<file path="config.mk">
export PLATFORM = sky130hd
export DESIGN_NAME = audio_top
export DESIGN_NICKNAME = d
export VERILOG_FILES = /design/src/common/audio_pkg.sv /design/src/rtl/audio_output.sv /design/src/rtl/audio_regs.sv /design/src/rtl/audio_top.sv /design/src/voice/adsr_envelope.sv /design/src/voice/voice_engine.sv
export SDC_FILE = /design/constraint.sdc
export NUM_CORES = 2
export LEC_CHECK = 0
export BUFFER_PORTS_ARGS = -buffer_cell sky130_fd_sc_hd__buf_4
export CAP_MARGIN = 20
export CORE_MARGIN = 2
export CORE_UTILIZATION = 30
export CTS_CLUSTER_SIZE = 24
export DETAILED_ROUTE_END_ITERATION = 12
export GPL_ROUTABILITY_DRIVEN = 1
export PLACE_DENSITY = 0.45
export SYNTH_ARGS = -nofsm -noshare
export SYNTH_HDL_FRONTEND = slang
export SYNTH_SLANG_ARGS = --single-unit
</file>
<file path="constraint.sdc">
create_clock -name clk -period 15.6 [get_ports clk]
set_clock_uncertainty 0.2 [all_clocks]
set_input_delay 3.12 -clock clk [delete_from_list [all_inputs] [get_ports clk]]
set_output_delay 3.12 -clock clk [all_outputs]
set_load 0.05 [all_outputs]
</file>
<file path="src/common/audio_pkg.sv">
////////////////////////////////////////////////////////////////////////////
// shared widths, register map and envelope tables of the audio peripheral
// envelope increments assume a 1 MHz voice tick from a 16 MHz system clock
////////////////////////////////////////////////////////////////////////////

package audio_pkg;

  localparam int SAMPLE_BITS = 12;
  localparam int DAC_BITS    = 14;
  localparam int ACC_BITS    = 24;
  localparam int NUM_VOICES  = 3;
  localparam int VOICE_BITS  = 2;
  localparam int TICK_DIV    = 16;

  localparam int LFSR_BITS     = 23;
  localparam int LFSR_CLK_BIT  = 19;
  localparam logic [LFSR_BITS-1:0] LFSR_SEED = 23'b0110111_0010010_0001010_11;

  ////////////////////////////////////////////////////////////////////////////
  // register map, four words per voice
  ////////////////////////////////////////////////////////////////////////////
  localparam int REGS_PER_VOICE = 4;
  localparam logic [3:0] REG_FREQ       = 4'd0;
  localparam logic [3:0] REG_PULSEWIDTH = 4'd1;
  localparam logic [3:0] REG_WAVEPARAMS = 4'd2;
  localparam logic [3:0] REG_GATE       = 4'd3;

  // wave-params word
  localparam int BIT_ENABLE = 27;
  localparam int BIT_TEST   = 25;
  localparam int BIT_NOISE  = 19;
  localparam int BIT_PULSE  = 18;
  localparam int BIT_SAW    = 17;
  localparam int BIT_TRI    = 16;
  localparam int ATTACK_LSB  = 12;
  localparam int DECAY_LSB   = 8;
  localparam int SUSTAIN_LSB = 4;
  localparam int RELEASE_LSB = 0;

  ////////////////////////////////////////////////////////////////////////////
  // envelope
  ////////////////////////////////////////////////////////////////////////////
  localparam int ENV_ACC_BITS = 26;

  typedef enum logic [2:0] {
    ENV_IDLE,
    ENV_ATTACK,
    ENV_DECAY,
    ENV_SUSTAIN,
    ENV_RELEASE
  } env_state_t;

  // 2^26 / ramp time in us, attack 2 ms .. 8 s
  localparam logic [16:0] ATTACK_INC [16] = '{
    17'd33554, 17'd8388, 17'd4194, 17'd2796, 17'd1766, 17'd1198, 17'd986, 17'd838,
    17'd671,   17'd268,  17'd134,  17'd83,   17'd67,   17'd22,   17'd13,  17'd8
  };

  // decay and release ramps take three times as long
  localparam logic [16:0] DECAY_INC [16] = '{
    17'd11184, 17'd2796, 17'd1398, 17'd932, 17'd588, 17'd399, 17'd328, 17'd279,
    17'd223,   17'd89,   17'd44,   17'd27,  17'd22,  17'd7,   17'd4,   17'd2
  };

endpackage

</file>
<file path="src/rtl/audio_output.sv">
////////////////////////////////////////////////////////////////////////////
// envelope scaling, voice mix and first-order pdm dac
// the latched mix is half the sum of the scaled voices
////////////////////////////////////////////////////////////////////////////
`timescale 1ns/1ps

module audio_output (
  input  logic                                     clk,
  input  logic                                     resetn,
  input  logic signed [audio_pkg::SAMPLE_BITS-1:0] voice_sample,
  input  logic [7:0]                               amplitude,
  input  logic                                     voice_valid,
  input  logic                                     mix_latch,
  output logic                                     audio_out
);
  import audio_pkg::*;

  logic signed [SAMPLE_BITS+8:0] product;
  logic signed [SAMPLE_BITS-1:0] scaled;
  logic signed [DAC_BITS:0]      sum;
  logic signed [DAC_BITS-1:0]    mix;
  logic [DAC_BITS-1:0]           dac_acc;
  logic [DAC_BITS-1:0]           dac_in;

  // amplitude is unsigned, so give it a zero sign bit
  assign product = voice_sample * $signed({1'b0, amplitude});
  assign scaled  = product[SAMPLE_BITS+7:8];

  always_ff @(posedge clk) begin
    if (!resetn) begin
      sum <= '0;
      mix <= '0;
    end else if (mix_latch) begin
      mix <= sum[DAC_BITS:1];
      sum <= '0;
    end else if (voice_valid) begin
      sum <= sum + scaled;
    end
  end

  ////////////////////////////////////////////////////////////////////////////
  // pdm dac, ones density follows mix + 8192
  ////////////////////////////////////////////////////////////////////////////
  assign dac_in = {~mix[DAC_BITS-1], mix[DAC_BITS-2:0]};

  always_ff @(posedge clk) begin
    if (!resetn) begin
      dac_acc   <= '0;
      audio_out <= 1'b0;
    end else begin
      {audio_out, dac_acc} <= {1'b0, dac_acc} + {1'b0, dac_in};
    end
  end

endmodule

</file>
<file path="src/rtl/audio_regs.sv">
////////////////////////////////////////////////////////////////////////////
// 16-word config bank, word select is addr[5:2]
// read data is the word as it was before a write in the same access
////////////////////////////////////////////////////////////////////////////
`timescale 1ns/1ps

module audio_regs (
  input  logic                              clk,
  input  logic                              resetn,
  input  logic                              iomem_valid,
  input  logic [3:0]                        iomem_wstrb,
  input  logic [31:0]                       iomem_addr,
  input  logic [31:0]                       iomem_wdata,
  output logic                              iomem_ready,
  output logic [31:0]                       iomem_rdata,
  input  logic [audio_pkg::VOICE_BITS-1:0]  voice_num,
  output logic [audio_pkg::ACC_BITS-1:0]    freq_inc,
  output logic [audio_pkg::SAMPLE_BITS-1:0] pulse_width,
  output logic [31:0]                       wave_params,
  output logic                              gate
);
  import audio_pkg::*;

  logic [31:0] bank [16];
  logic [3:0]  word_sel;
  logic [3:0]  voice_base;
  logic        access;

  assign word_sel = iomem_addr[5:2];
  // ready goes high for exactly one cycle per access
  assign access   = iomem_valid && !iomem_ready;

  always_ff @(posedge clk) begin
    if (!resetn) begin
      iomem_ready <= 1'b0;
      // voices come up disabled and gated off
      for (int v = 0; v < NUM_VOICES; v++) begin
        bank[v * REGS_PER_VOICE + REG_WAVEPARAMS] <= '0;
        bank[v * REGS_PER_VOICE + REG_GATE]       <= '0;
      end
    end else begin
      iomem_ready <= access;
      if (access) begin
        iomem_rdata <= bank[word_sel];
        for (int b = 0; b < 4; b++) begin
          if (iomem_wstrb[b]) begin
            bank[word_sel][8*b +: 8] <= iomem_wdata[8*b +: 8];
          end
        end
      end
    end
  end

  ////////////////////////////////////////////////////////////////////////////
  // fields of the voice the engine is working on
  ////////////////////////////////////////////////////////////////////////////
  assign voice_base  = 4'(voice_num * REGS_PER_VOICE);
  assign freq_inc    = bank[voice_base + REG_FREQ][ACC_BITS-1:0];
  assign pulse_width = bank[voice_base + REG_PULSEWIDTH][SAMPLE_BITS-1:0];
  assign wave_params = bank[voice_base + REG_WAVEPARAMS];
  assign gate        = bank[voice_base + REG_GATE][0];

endmodule

</file>
<file path="src/rtl/audio_top.sv">
////////////////////////////////////////////////////////////////////////////
// audio peripheral top, three voices mixed onto one pdm output pin
// bus accesses complete in one cycle, the master holds valid until ready
////////////////////////////////////////////////////////////////////////////
`timescale 1ns/1ps

module audio_top (
  input  logic        clk,
  input  logic        resetn,
  input  logic        iomem_valid,
  input  logic [3:0]  iomem_wstrb,
  input  logic [31:0] iomem_addr,
  input  logic [31:0] iomem_wdata,
  output logic        iomem_ready,
  output logic [31:0] iomem_rdata,
  output logic        audio_out
);
  import audio_pkg::*;

  logic [VOICE_BITS-1:0]         voice_num;
  logic [ACC_BITS-1:0]           freq_inc;
  logic [SAMPLE_BITS-1:0]        pulse_width;
  logic [31:0]                   wave_params;
  logic                          gate;
  logic signed [SAMPLE_BITS-1:0] voice_sample;
  logic [7:0]                    amplitude;
  logic                          voice_valid;
  logic                          mix_latch;

  audio_regs u_regs (
    .clk         (clk),
    .resetn      (resetn),
    .iomem_valid (iomem_valid),
    .iomem_wstrb (iomem_wstrb),
    .iomem_addr  (iomem_addr),
    .iomem_wdata (iomem_wdata),
    .iomem_ready (iomem_ready),
    .iomem_rdata (iomem_rdata),
    .voice_num   (voice_num),
    .freq_inc    (freq_inc),
    .pulse_width (pulse_width),
    .wave_params (wave_params),
    .gate        (gate)
  );

  voice_engine u_voice (
    .clk          (clk),
    .resetn       (resetn),
    .freq_inc     (freq_inc),
    .pulse_width  (pulse_width),
    .wave_params  (wave_params),
    .gate         (gate),
    .voice_num    (voice_num),
    .voice_sample (voice_sample),
    .amplitude    (amplitude),
    .voice_valid  (voice_valid),
    .mix_latch    (mix_latch)
  );

  audio_output u_out (
    .clk          (clk),
    .resetn       (resetn),
    .voice_sample (voice_sample),
    .amplitude    (amplitude),
    .voice_valid  (voice_valid),
    .mix_latch    (mix_latch),
    .audio_out    (audio_out)
  );

endmodule

</file>
<file path="src/voice/adsr_envelope.sv">
////////////////////////////////////////////////////////////////////////////
// per-voice adsr, stepped once per voice tick
// decay and release are linear ramps, amplitude lags state by one tick
////////////////////////////////////////////////////////////////////////////
`timescale 1ns/1ps

module adsr_envelope (
  input  logic                             clk,
  input  logic                             resetn,
  input  logic                             env_step,
  input  logic [audio_pkg::VOICE_BITS-1:0] voice_num,
  input  logic                             gate,
  input  logic [3:0]                       attack,
  input  logic [3:0]                       decay,
  input  logic [3:0]                       sustain,
  input  logic [3:0]                       release_rate,
  output logic [7:0]                       amplitude
);
  import audio_pkg::*;

  env_state_t            state     [NUM_VOICES];
  logic [ENV_ACC_BITS:0] env_acc   [NUM_VOICES];
  logic [7:0]            amp       [NUM_VOICES];
  logic                  prev_gate [NUM_VOICES];

  env_state_t            cur_state;
  logic [ENV_ACC_BITS:0] cur_acc;
  logic [16:0]           inc;
  logic [7:0]            ramp;
  logic [7:0]            sus_level;
  logic [7:0]            sus_gap;
  logic [15:0]           decay_drop;
  logic [15:0]           release_drop;

  assign cur_state = state[voice_num];
  assign cur_acc   = env_acc[voice_num];
  assign amplitude = amp[voice_num];

  assign inc = (cur_state == ENV_ATTACK)  ? ATTACK_INC[attack] :
               (cur_state == ENV_RELEASE) ? DECAY_INC[release_rate] : DECAY_INC[decay];

  // ramp position, 0 at the start of a phase
  assign ramp      = cur_acc[ENV_ACC_BITS-1 -: 8];
  assign sus_level = {sustain, sustain};
  assign sus_gap   = 8'd255 - sus_level;

  assign decay_drop   = ramp * sus_gap;
  assign release_drop = ramp * sus_level;

  always_ff @(posedge clk) begin
    if (!resetn) begin
      for (int v = 0; v < NUM_VOICES; v++) begin
        state[v]     <= ENV_IDLE;
        env_acc[v]   <= '0;
        amp[v]       <= '0;
        prev_gate[v] <= 1'b0;
      end
    end else if (env_step) begin
      prev_gate[voice_num] <= gate;
      if (gate && !prev_gate[voice_num]) begin
        state[voice_num]   <= ENV_ATTACK;
        env_acc[voice_num] <= '0;
      end else if (!gate && (cur_state inside {ENV_ATTACK, ENV_DECAY, ENV_SUSTAIN})) begin
        state[voice_num]   <= ENV_RELEASE;
        env_acc[voice_num] <= '0;
      end else if (cur_acc[ENV_ACC_BITS]) begin
        // end of a ramp
        env_acc[voice_num] <= '0;
        case (cur_state)
          ENV_ATTACK:  state[voice_num] <= ENV_DECAY;
          ENV_DECAY:   state[voice_num] <= ENV_SUSTAIN;
          ENV_RELEASE: state[voice_num] <= ENV_IDLE;
          default:     state[voice_num] <= cur_state;
        endcase
      end else begin
        case (cur_state)
          ENV_ATTACK: begin
            env_acc[voice_num] <= cur_acc + inc;
            amp[voice_num]     <= ramp;
          end
          ENV_DECAY: begin
            env_acc[voice_num] <= cur_acc + inc;
            amp[voice_num]     <= 8'd255 - decay_drop[15:8];
          end
          ENV_SUSTAIN: amp[voice_num] <= sus_level;
          ENV_RELEASE: begin
            env_acc[voice_num] <= cur_acc + inc;
            amp[voice_num]     <= sus_level - release_drop[15:8];
          end
          default: amp[voice_num] <= '0;
        endcase
      end
    end
  end

endmodule

</file>
<file path="src/voice/voice_engine.sv">
////////////////////////////////////////////////////////////////////////////
// time-shared oscillators, one voice per clock on the first three clocks
// of every 1 MHz tick, mix latch on the fourth
////////////////////////////////////////////////////////////////////////////
`timescale 1ns/1ps

module voice_engine (
  input  logic                                     clk,
  input  logic                                     resetn,
  input  logic [audio_pkg::ACC_BITS-1:0]           freq_inc,
  input  logic [audio_pkg::SAMPLE_BITS-1:0]        pulse_width,
  input  logic [31:0]                              wave_params,
  input  logic                                     gate,
  output logic [audio_pkg::VOICE_BITS-1:0]         voice_num,
  output logic signed [audio_pkg::SAMPLE_BITS-1:0] voice_sample,
  output logic [7:0]                               amplitude,
  output logic                                     voice_valid,
  output logic                                     mix_latch
);
  import audio_pkg::*;

  logic [$clog2(TICK_DIV)-1:0] tick_cnt;
  logic                        voice_step;

  logic [ACC_BITS-1:0]  acc  [NUM_VOICES];
  logic [LFSR_BITS-1:0] lfsr [NUM_VOICES];
  logic [ACC_BITS-1:0]  cur_acc;
  logic [LFSR_BITS-1:0] cur_lfsr;
  logic                 test;

  logic [SAMPLE_BITS-1:0] tri_wave;
  logic [SAMPLE_BITS-1:0] saw_wave;
  logic [SAMPLE_BITS-1:0] pulse_wave;
  logic [SAMPLE_BITS-1:0] noise_wave;
  logic [SAMPLE_BITS-1:0] combined;

  ////////////////////////////////////////////////////////////////////////////
  // tick counter and sequencer
  ////////////////////////////////////////////////////////////////////////////
  always_ff @(posedge clk) begin
    if (!resetn) begin
      tick_cnt <= '0;
    end else if (tick_cnt == TICK_DIV - 1) begin
      tick_cnt <= '0;
    end else begin
      tick_cnt <= tick_cnt + 1'b1;
    end
  end

  // steps 0..2 are the voices, step 3 latches the mix, the rest idle
  assign voice_step  = tick_cnt < NUM_VOICES;
  assign mix_latch   = tick_cnt == NUM_VOICES;
  assign voice_num   = voice_step ? tick_cnt[VOICE_BITS-1:0] : '0;
  assign voice_valid = voice_step && wave_params[BIT_ENABLE];

  ////////////////////////////////////////////////////////////////////////////
  // phase accumulators and noise
  ////////////////////////////////////////////////////////////////////////////
  assign cur_acc  = acc[voice_num];
  assign cur_lfsr = lfsr[voice_num];
  assign test     = wave_params[BIT_TEST];

  always_ff @(posedge clk) begin
    if (!resetn) begin
      for (int v = 0; v < NUM_VOICES; v++) begin
        acc[v]  <= '0;
        lfsr[v] <= LFSR_SEED;
      end
    end else if (voice_step) begin
      if (test) begin
        // test bit parks the oscillator
        acc[voice_num]  <= '0;
        lfsr[voice_num] <= LFSR_SEED;
      end else begin
        acc[voice_num] <= cur_acc + freq_inc;
        if (cur_acc[LFSR_CLK_BIT]) begin
          lfsr[voice_num] <= {cur_lfsr[LFSR_BITS-2:0], cur_lfsr[22] ^ cur_lfsr[17]};
        end
      end
    end
  end

  ////////////////////////////////////////////////////////////////////////////
  // waveforms
  ////////////////////////////////////////////////////////////////////////////
  assign tri_wave   = cur_acc[ACC_BITS-1] ? ~cur_acc[ACC_BITS-2 -: SAMPLE_BITS]
                                          :  cur_acc[ACC_BITS-2 -: SAMPLE_BITS];
  assign saw_wave   = cur_acc[ACC_BITS-1 -: SAMPLE_BITS];
  assign pulse_wave = (saw_wave <= pulse_width) ? '1 : '0;
  assign noise_wave = {cur_lfsr[22], cur_lfsr[20], cur_lfsr[16], cur_lfsr[13],
                       cur_lfsr[11], cur_lfsr[7], cur_lfsr[4], cur_lfsr[2],
                       {(SAMPLE_BITS-8){1'b0}}};

  // unselected waves pass all ones through the AND
  assign combined = (wave_params[BIT_NOISE] ? noise_wave : '1)
                  & (wave_params[BIT_PULSE] ? pulse_wave : '1)
                  & (wave_params[BIT_SAW]   ? saw_wave   : '1)
                  & (wave_params[BIT_TRI]   ? tri_wave   : '1);

  // offset binary to two's complement
  assign voice_sample = {~combined[SAMPLE_BITS-1], combined[SAMPLE_BITS-2:0]};

  adsr_envelope u_env (
    .clk          (clk),
    .resetn       (resetn),
    .env_step     (voice_step),
    .voice_num    (voice_num),
    .gate         (gate),
    .attack       (wave_params[ATTACK_LSB +: 4]),
    .decay        (wave_params[DECAY_LSB +: 4]),
    .sustain      (wave_params[SUSTAIN_LSB +: 4]),
    .release_rate (wave_params[RELEASE_LSB +: 4]),
    .amplitude    (amplitude)
  );

endmodule
</file>
==> summary.txt <==
Clock tree
  – Clock tree from TritonCTS: done
  – TritonCTS buffer count: 107
  – Hold bufs inserted after CTS: 0
  – CTS Sinks: 937
  – Buffer count from post-CTS setup fixing: 0
  – Longest Clk Path Bufs: 3
  – H-tree lvl count: 3
  – Number of cells upsized or downsized after cts: 0
  – Clock edge transition at the registers on the reported setup and hold paths: about 0.060 ns
  – Latest clock arrival within the worst-skew pair: 0.75 ns
  – Master cell of the clock root buffer: sky130_fd_sc_hd__clkbuf_16

STA
  – Total count of max-transition violations in the final report: 0
  – Sum Neg Setup Slack: 0 ns
  – Transition time at the pin with the least slew margin: 1.14 ns
  – Fmax: 84.5 MHz
  – Final setup violation count: 0
  – Normalized max-slew margin: 0.229
  – Period utilization: 0.758
  – Final-report hold violation count: 0
  – Setup repair after global routing missed its margin: no
  – Post-layout min period: between 10 and 15 ns

Finish
  – Final standard cell count with taps included and fillers excluded: 6961
  – Number of filler cells placed in the layout: 17236
  – Post-layout util: 0.344
  – Fraction of final layout cells sized beyond drive strength 1: 0.124
  – Final #Nets: 4975
  – Synthesis-to-finish area growth: 13.6%

Die
  – Initial Utilization: 0.302
  – FP Rows: ~150
  – Height of the die: around 420 microns
  – Core ar.: 174000 sq um
  – Floorplan die width: around 420 microns
  – Num ports: ~110
  – Die area: 179000 sq um

Worst setup path
  – Critical path origin: u_voice.tick_cnt[0]
  – Crit-path slowest cell: sky130_fd_sc_hd__nor2_4
  – Worst flop-to-flop path startpoint: u_voice.tick_cnt[0]
  – Critical setup path kind: flip-flop to flip-flop
  – Startpoint class of the critical path: flip-flop
  – Crit Path Max Fanout: 31
  – Element type at the critical path end: flip-flop
  – Data required time of the critical path: 16.06 ns
  – Largest incremental delay on the critical path: 0.69 ns
  – Critical path arrival: 12.29 ns
  – Delay-heaviest family, CP: adder cells
  – Crit path buf inv count: 6

Placement
  – Number of buffers added on ports: 76
  – Post-Place Cells: 6754
  – HPWL Detailed: 107 mm
  – Gp weighted congestion: 0.830

Yosys
  – Share of synthesized registers carrying an async set or reset: 0
  – Total of flip-flops plus latches after synthesis: 937
  – Total standard cell area after synthesis: 52600 sq um
  – Synth Net Count: ~4900
  – Portion of synthesized cell area occupied by the leading cell type: 0.505
  – Count of yosys warnings during synthesis: 0
  – Count of flip-flops with a built-in enable after synthesis: about 890
  – Mean cell area of the mapped netlist: about 12 sq um
  – Top-count cell post-synth: sky130_fd_sc_hd__edfxtp_1
  – Top cell type by total area after synthesis: sky130_fd_sc_hd__edfxtp_1
  – Synthesized instance count: between 4000 and 5000
  – Most instantiated cells after synthesis: 885 x sky130_fd_sc_hd__edfxtp_1, 589 x sky130_fd_sc_hd__nor2_1, 341 x sky130_fd_sc_hd__inv_1, 339 x sky130_fd_sc_hd__nand2_1, 216 x sky130_fd_sc_hd__and2_1
  – Most used flip-flop cell after synthesis: sky130_fd_sc_hd__edfxtp_1
  – Share of synthesized area occupied by flip-flops and latches: 0.525
  – Top cells by area, synth: sky130_fd_sc_hd__edfxtp_1 50%, sky130_fd_sc_hd__mux4_2 6.9%, sky130_fd_sc_hd__fa_1 5.7%, sky130_fd_sc_hd__ha_1 5.0%, sky130_fd_sc_hd__nor2_1 4.2%
  – Number of different library cells in the post-synthesis netlist: 86

Global routing
  – Remaining Overflow, GRT: 0
  – Largest net degree at the start of global routing: 106
  – GRT Resource Usage Total: 0.179
  – Via count of the first global-routing pass: 35494
  – Number of antenna violations at the first check in global routing: 5
  – Global-route wire length before repair: 239 mm

Detailed routing
  – Final routed DRC violation total: 0
  – Post-route antenna net violation count: 0
  – First drt pass iteration count: 5
  – Via count: 34830
  – Detailed-route wire length per cell: 23.2 microns
  – Routed WL: 162 mm
  – DR iter-0 viols: 2583
  – Vias per inst: 5.00

Pwr
  – Total power per unit cell area: 188 nW/um^2
  – Leakage: roughly 22 nW
  – Max rail drop VDD: 0.222 mV

Status
  – Run status: completed

Flow run
  – Maxcap violations: 0

Min path
  – Hold path startpoint: u_voice.u_env.prev_gate[2]
  – Class of the tightest hold or removal check: flip-flop to flip-flop
routing by layer:
layer  track usage  vias up  wire length (microns)
met5             0        -                      0
met4        0.0480        0                   3410
met3        0.0221      191                   7200
met2         0.297      793                  77500
met1         0.247    17628                  73500
li1              -    16218                      -
report_power, final:
group          switching [W]  internal [W]
logic                0.00333       0.00249
clock network        0.00108       0.00141
registers          0.0000446       0.00288
total                0.00446       0.00678
cell type report:
class	instances	area (sq um)	share of cell area
antenna	3	7.51	0.000126
clock buffer	142	2820	0.0471
clock inverter	56	591	0.00987
inverter	344	1290	0.0216
multi-input combinational	2944	22900	0.383
sequential	937	27600	0.462
tap	2325	2910	0.0486
timing repair buffer	210	1660	0.0277
metrics by stage:
stage	hold WS [ns]	area, sq um	setup WS, ns	power, W
after detailed placement	0.262	56300	3.66	0.00885
after CTS	0.270	59700	3.69	0.0114
after global placement	0.260	56300	3.72	0.00883
after global routing	0.292	59800	3.10	0.0123
after floorplan	0.243	52600	4.71	0.00754
final	0.267	59800	3.77	0.0112
worst paths after layout:
kind,end,slack (ns),cells past startpoint
min reg2reg,u_voice.u_env.prev_gate[2],0.27,2
min,u_voice.u_env.prev_gate[2],0.27,2
max reg2reg,u_out.sum[14],3.77,40
max,u_out.sum[14],3.77,40
registers in the layout, summed over array words and instances (netlist names):
| name | cells |
|---|---|
| u_voice.u_env.amp | 32 |
| u_out.sum | 15 |
| u_voice.tick_cnt | 4 |
| u_regs.iomem_ready | 1 |
| u_out.audio_out | 1 |
| u_voice.u_env.state | 12 |
| u_regs.bank | 512 |
| u_voice.u_env.prev_gate | 4 |
| u_voice.lfsr | 92 |
| u_voice.u_env.env_acc | 108 |
| u_out.mix | 14 |
| u_out.dac_acc | 14 |
| u_voice.acc | 96 |
| u_regs.iomem_rdata | 32 |
cell families after synthesis:
family                   share of synthesized area
AND/OR/NAND/NOR                              0.129
adder cells (fa/ha/maj)                      0.107
flip-flops                                   0.525
multiplexers                                0.0930
AO/OA/AOI/OAI                               0.0862
buffers and inverters                       0.0413
XOR/XNOR                                    0.0187
placed cells by master (no fill, tap or decap), types with 33 or more instances in the layout:
cell                        count
sky130_fd_sc_hd__edfxtp_1     885
sky130_fd_sc_hd__nor2_1       585
sky130_fd_sc_hd__inv_1        341
sky130_fd_sc_hd__nand2_1      337
sky130_fd_sc_hd__and2_1       216
sky130_fd_sc_hd__ha_1         210
sky130_fd_sc_hd__a21oi_1      205
sky130_fd_sc_hd__buf_4        199
sky130_fd_sc_hd__mux4_2       161
sky130_fd_sc_hd__o21ai_0      151
sky130_fd_sc_hd__fa_1         150
sky130_fd_sc_hd__mux2i_1      109
sky130_fd_sc_hd__clkbuf_16    107
sky130_fd_sc_hd__nor2b_1       83
sky130_fd_sc_hd__xnor2_1       81
sky130_fd_sc_hd__a31oi_1       73
sky130_fd_sc_hd__nand3_1       58
sky130_fd_sc_hd__nor3_1        50
sky130_fd_sc_hd__dfxtp_1       50
sky130_fd_sc_hd__o22ai_1       40
sky130_fd_sc_hd__clkbuf_1      34
sky130_fd_sc_hd__nand2b_1      33
worst reg2reg max path: cells and delay by family, from the launching register on:
family	cells	cell delay (ns)
xor+xnor	2	0.45
flops	1	0.47
simple gates	8	2.86
compound gates	16	3.16
fa+ha+maj	8	3.43
buf+inv	6	1.20
Note: power is estimated with default switching activity, not from simulation.
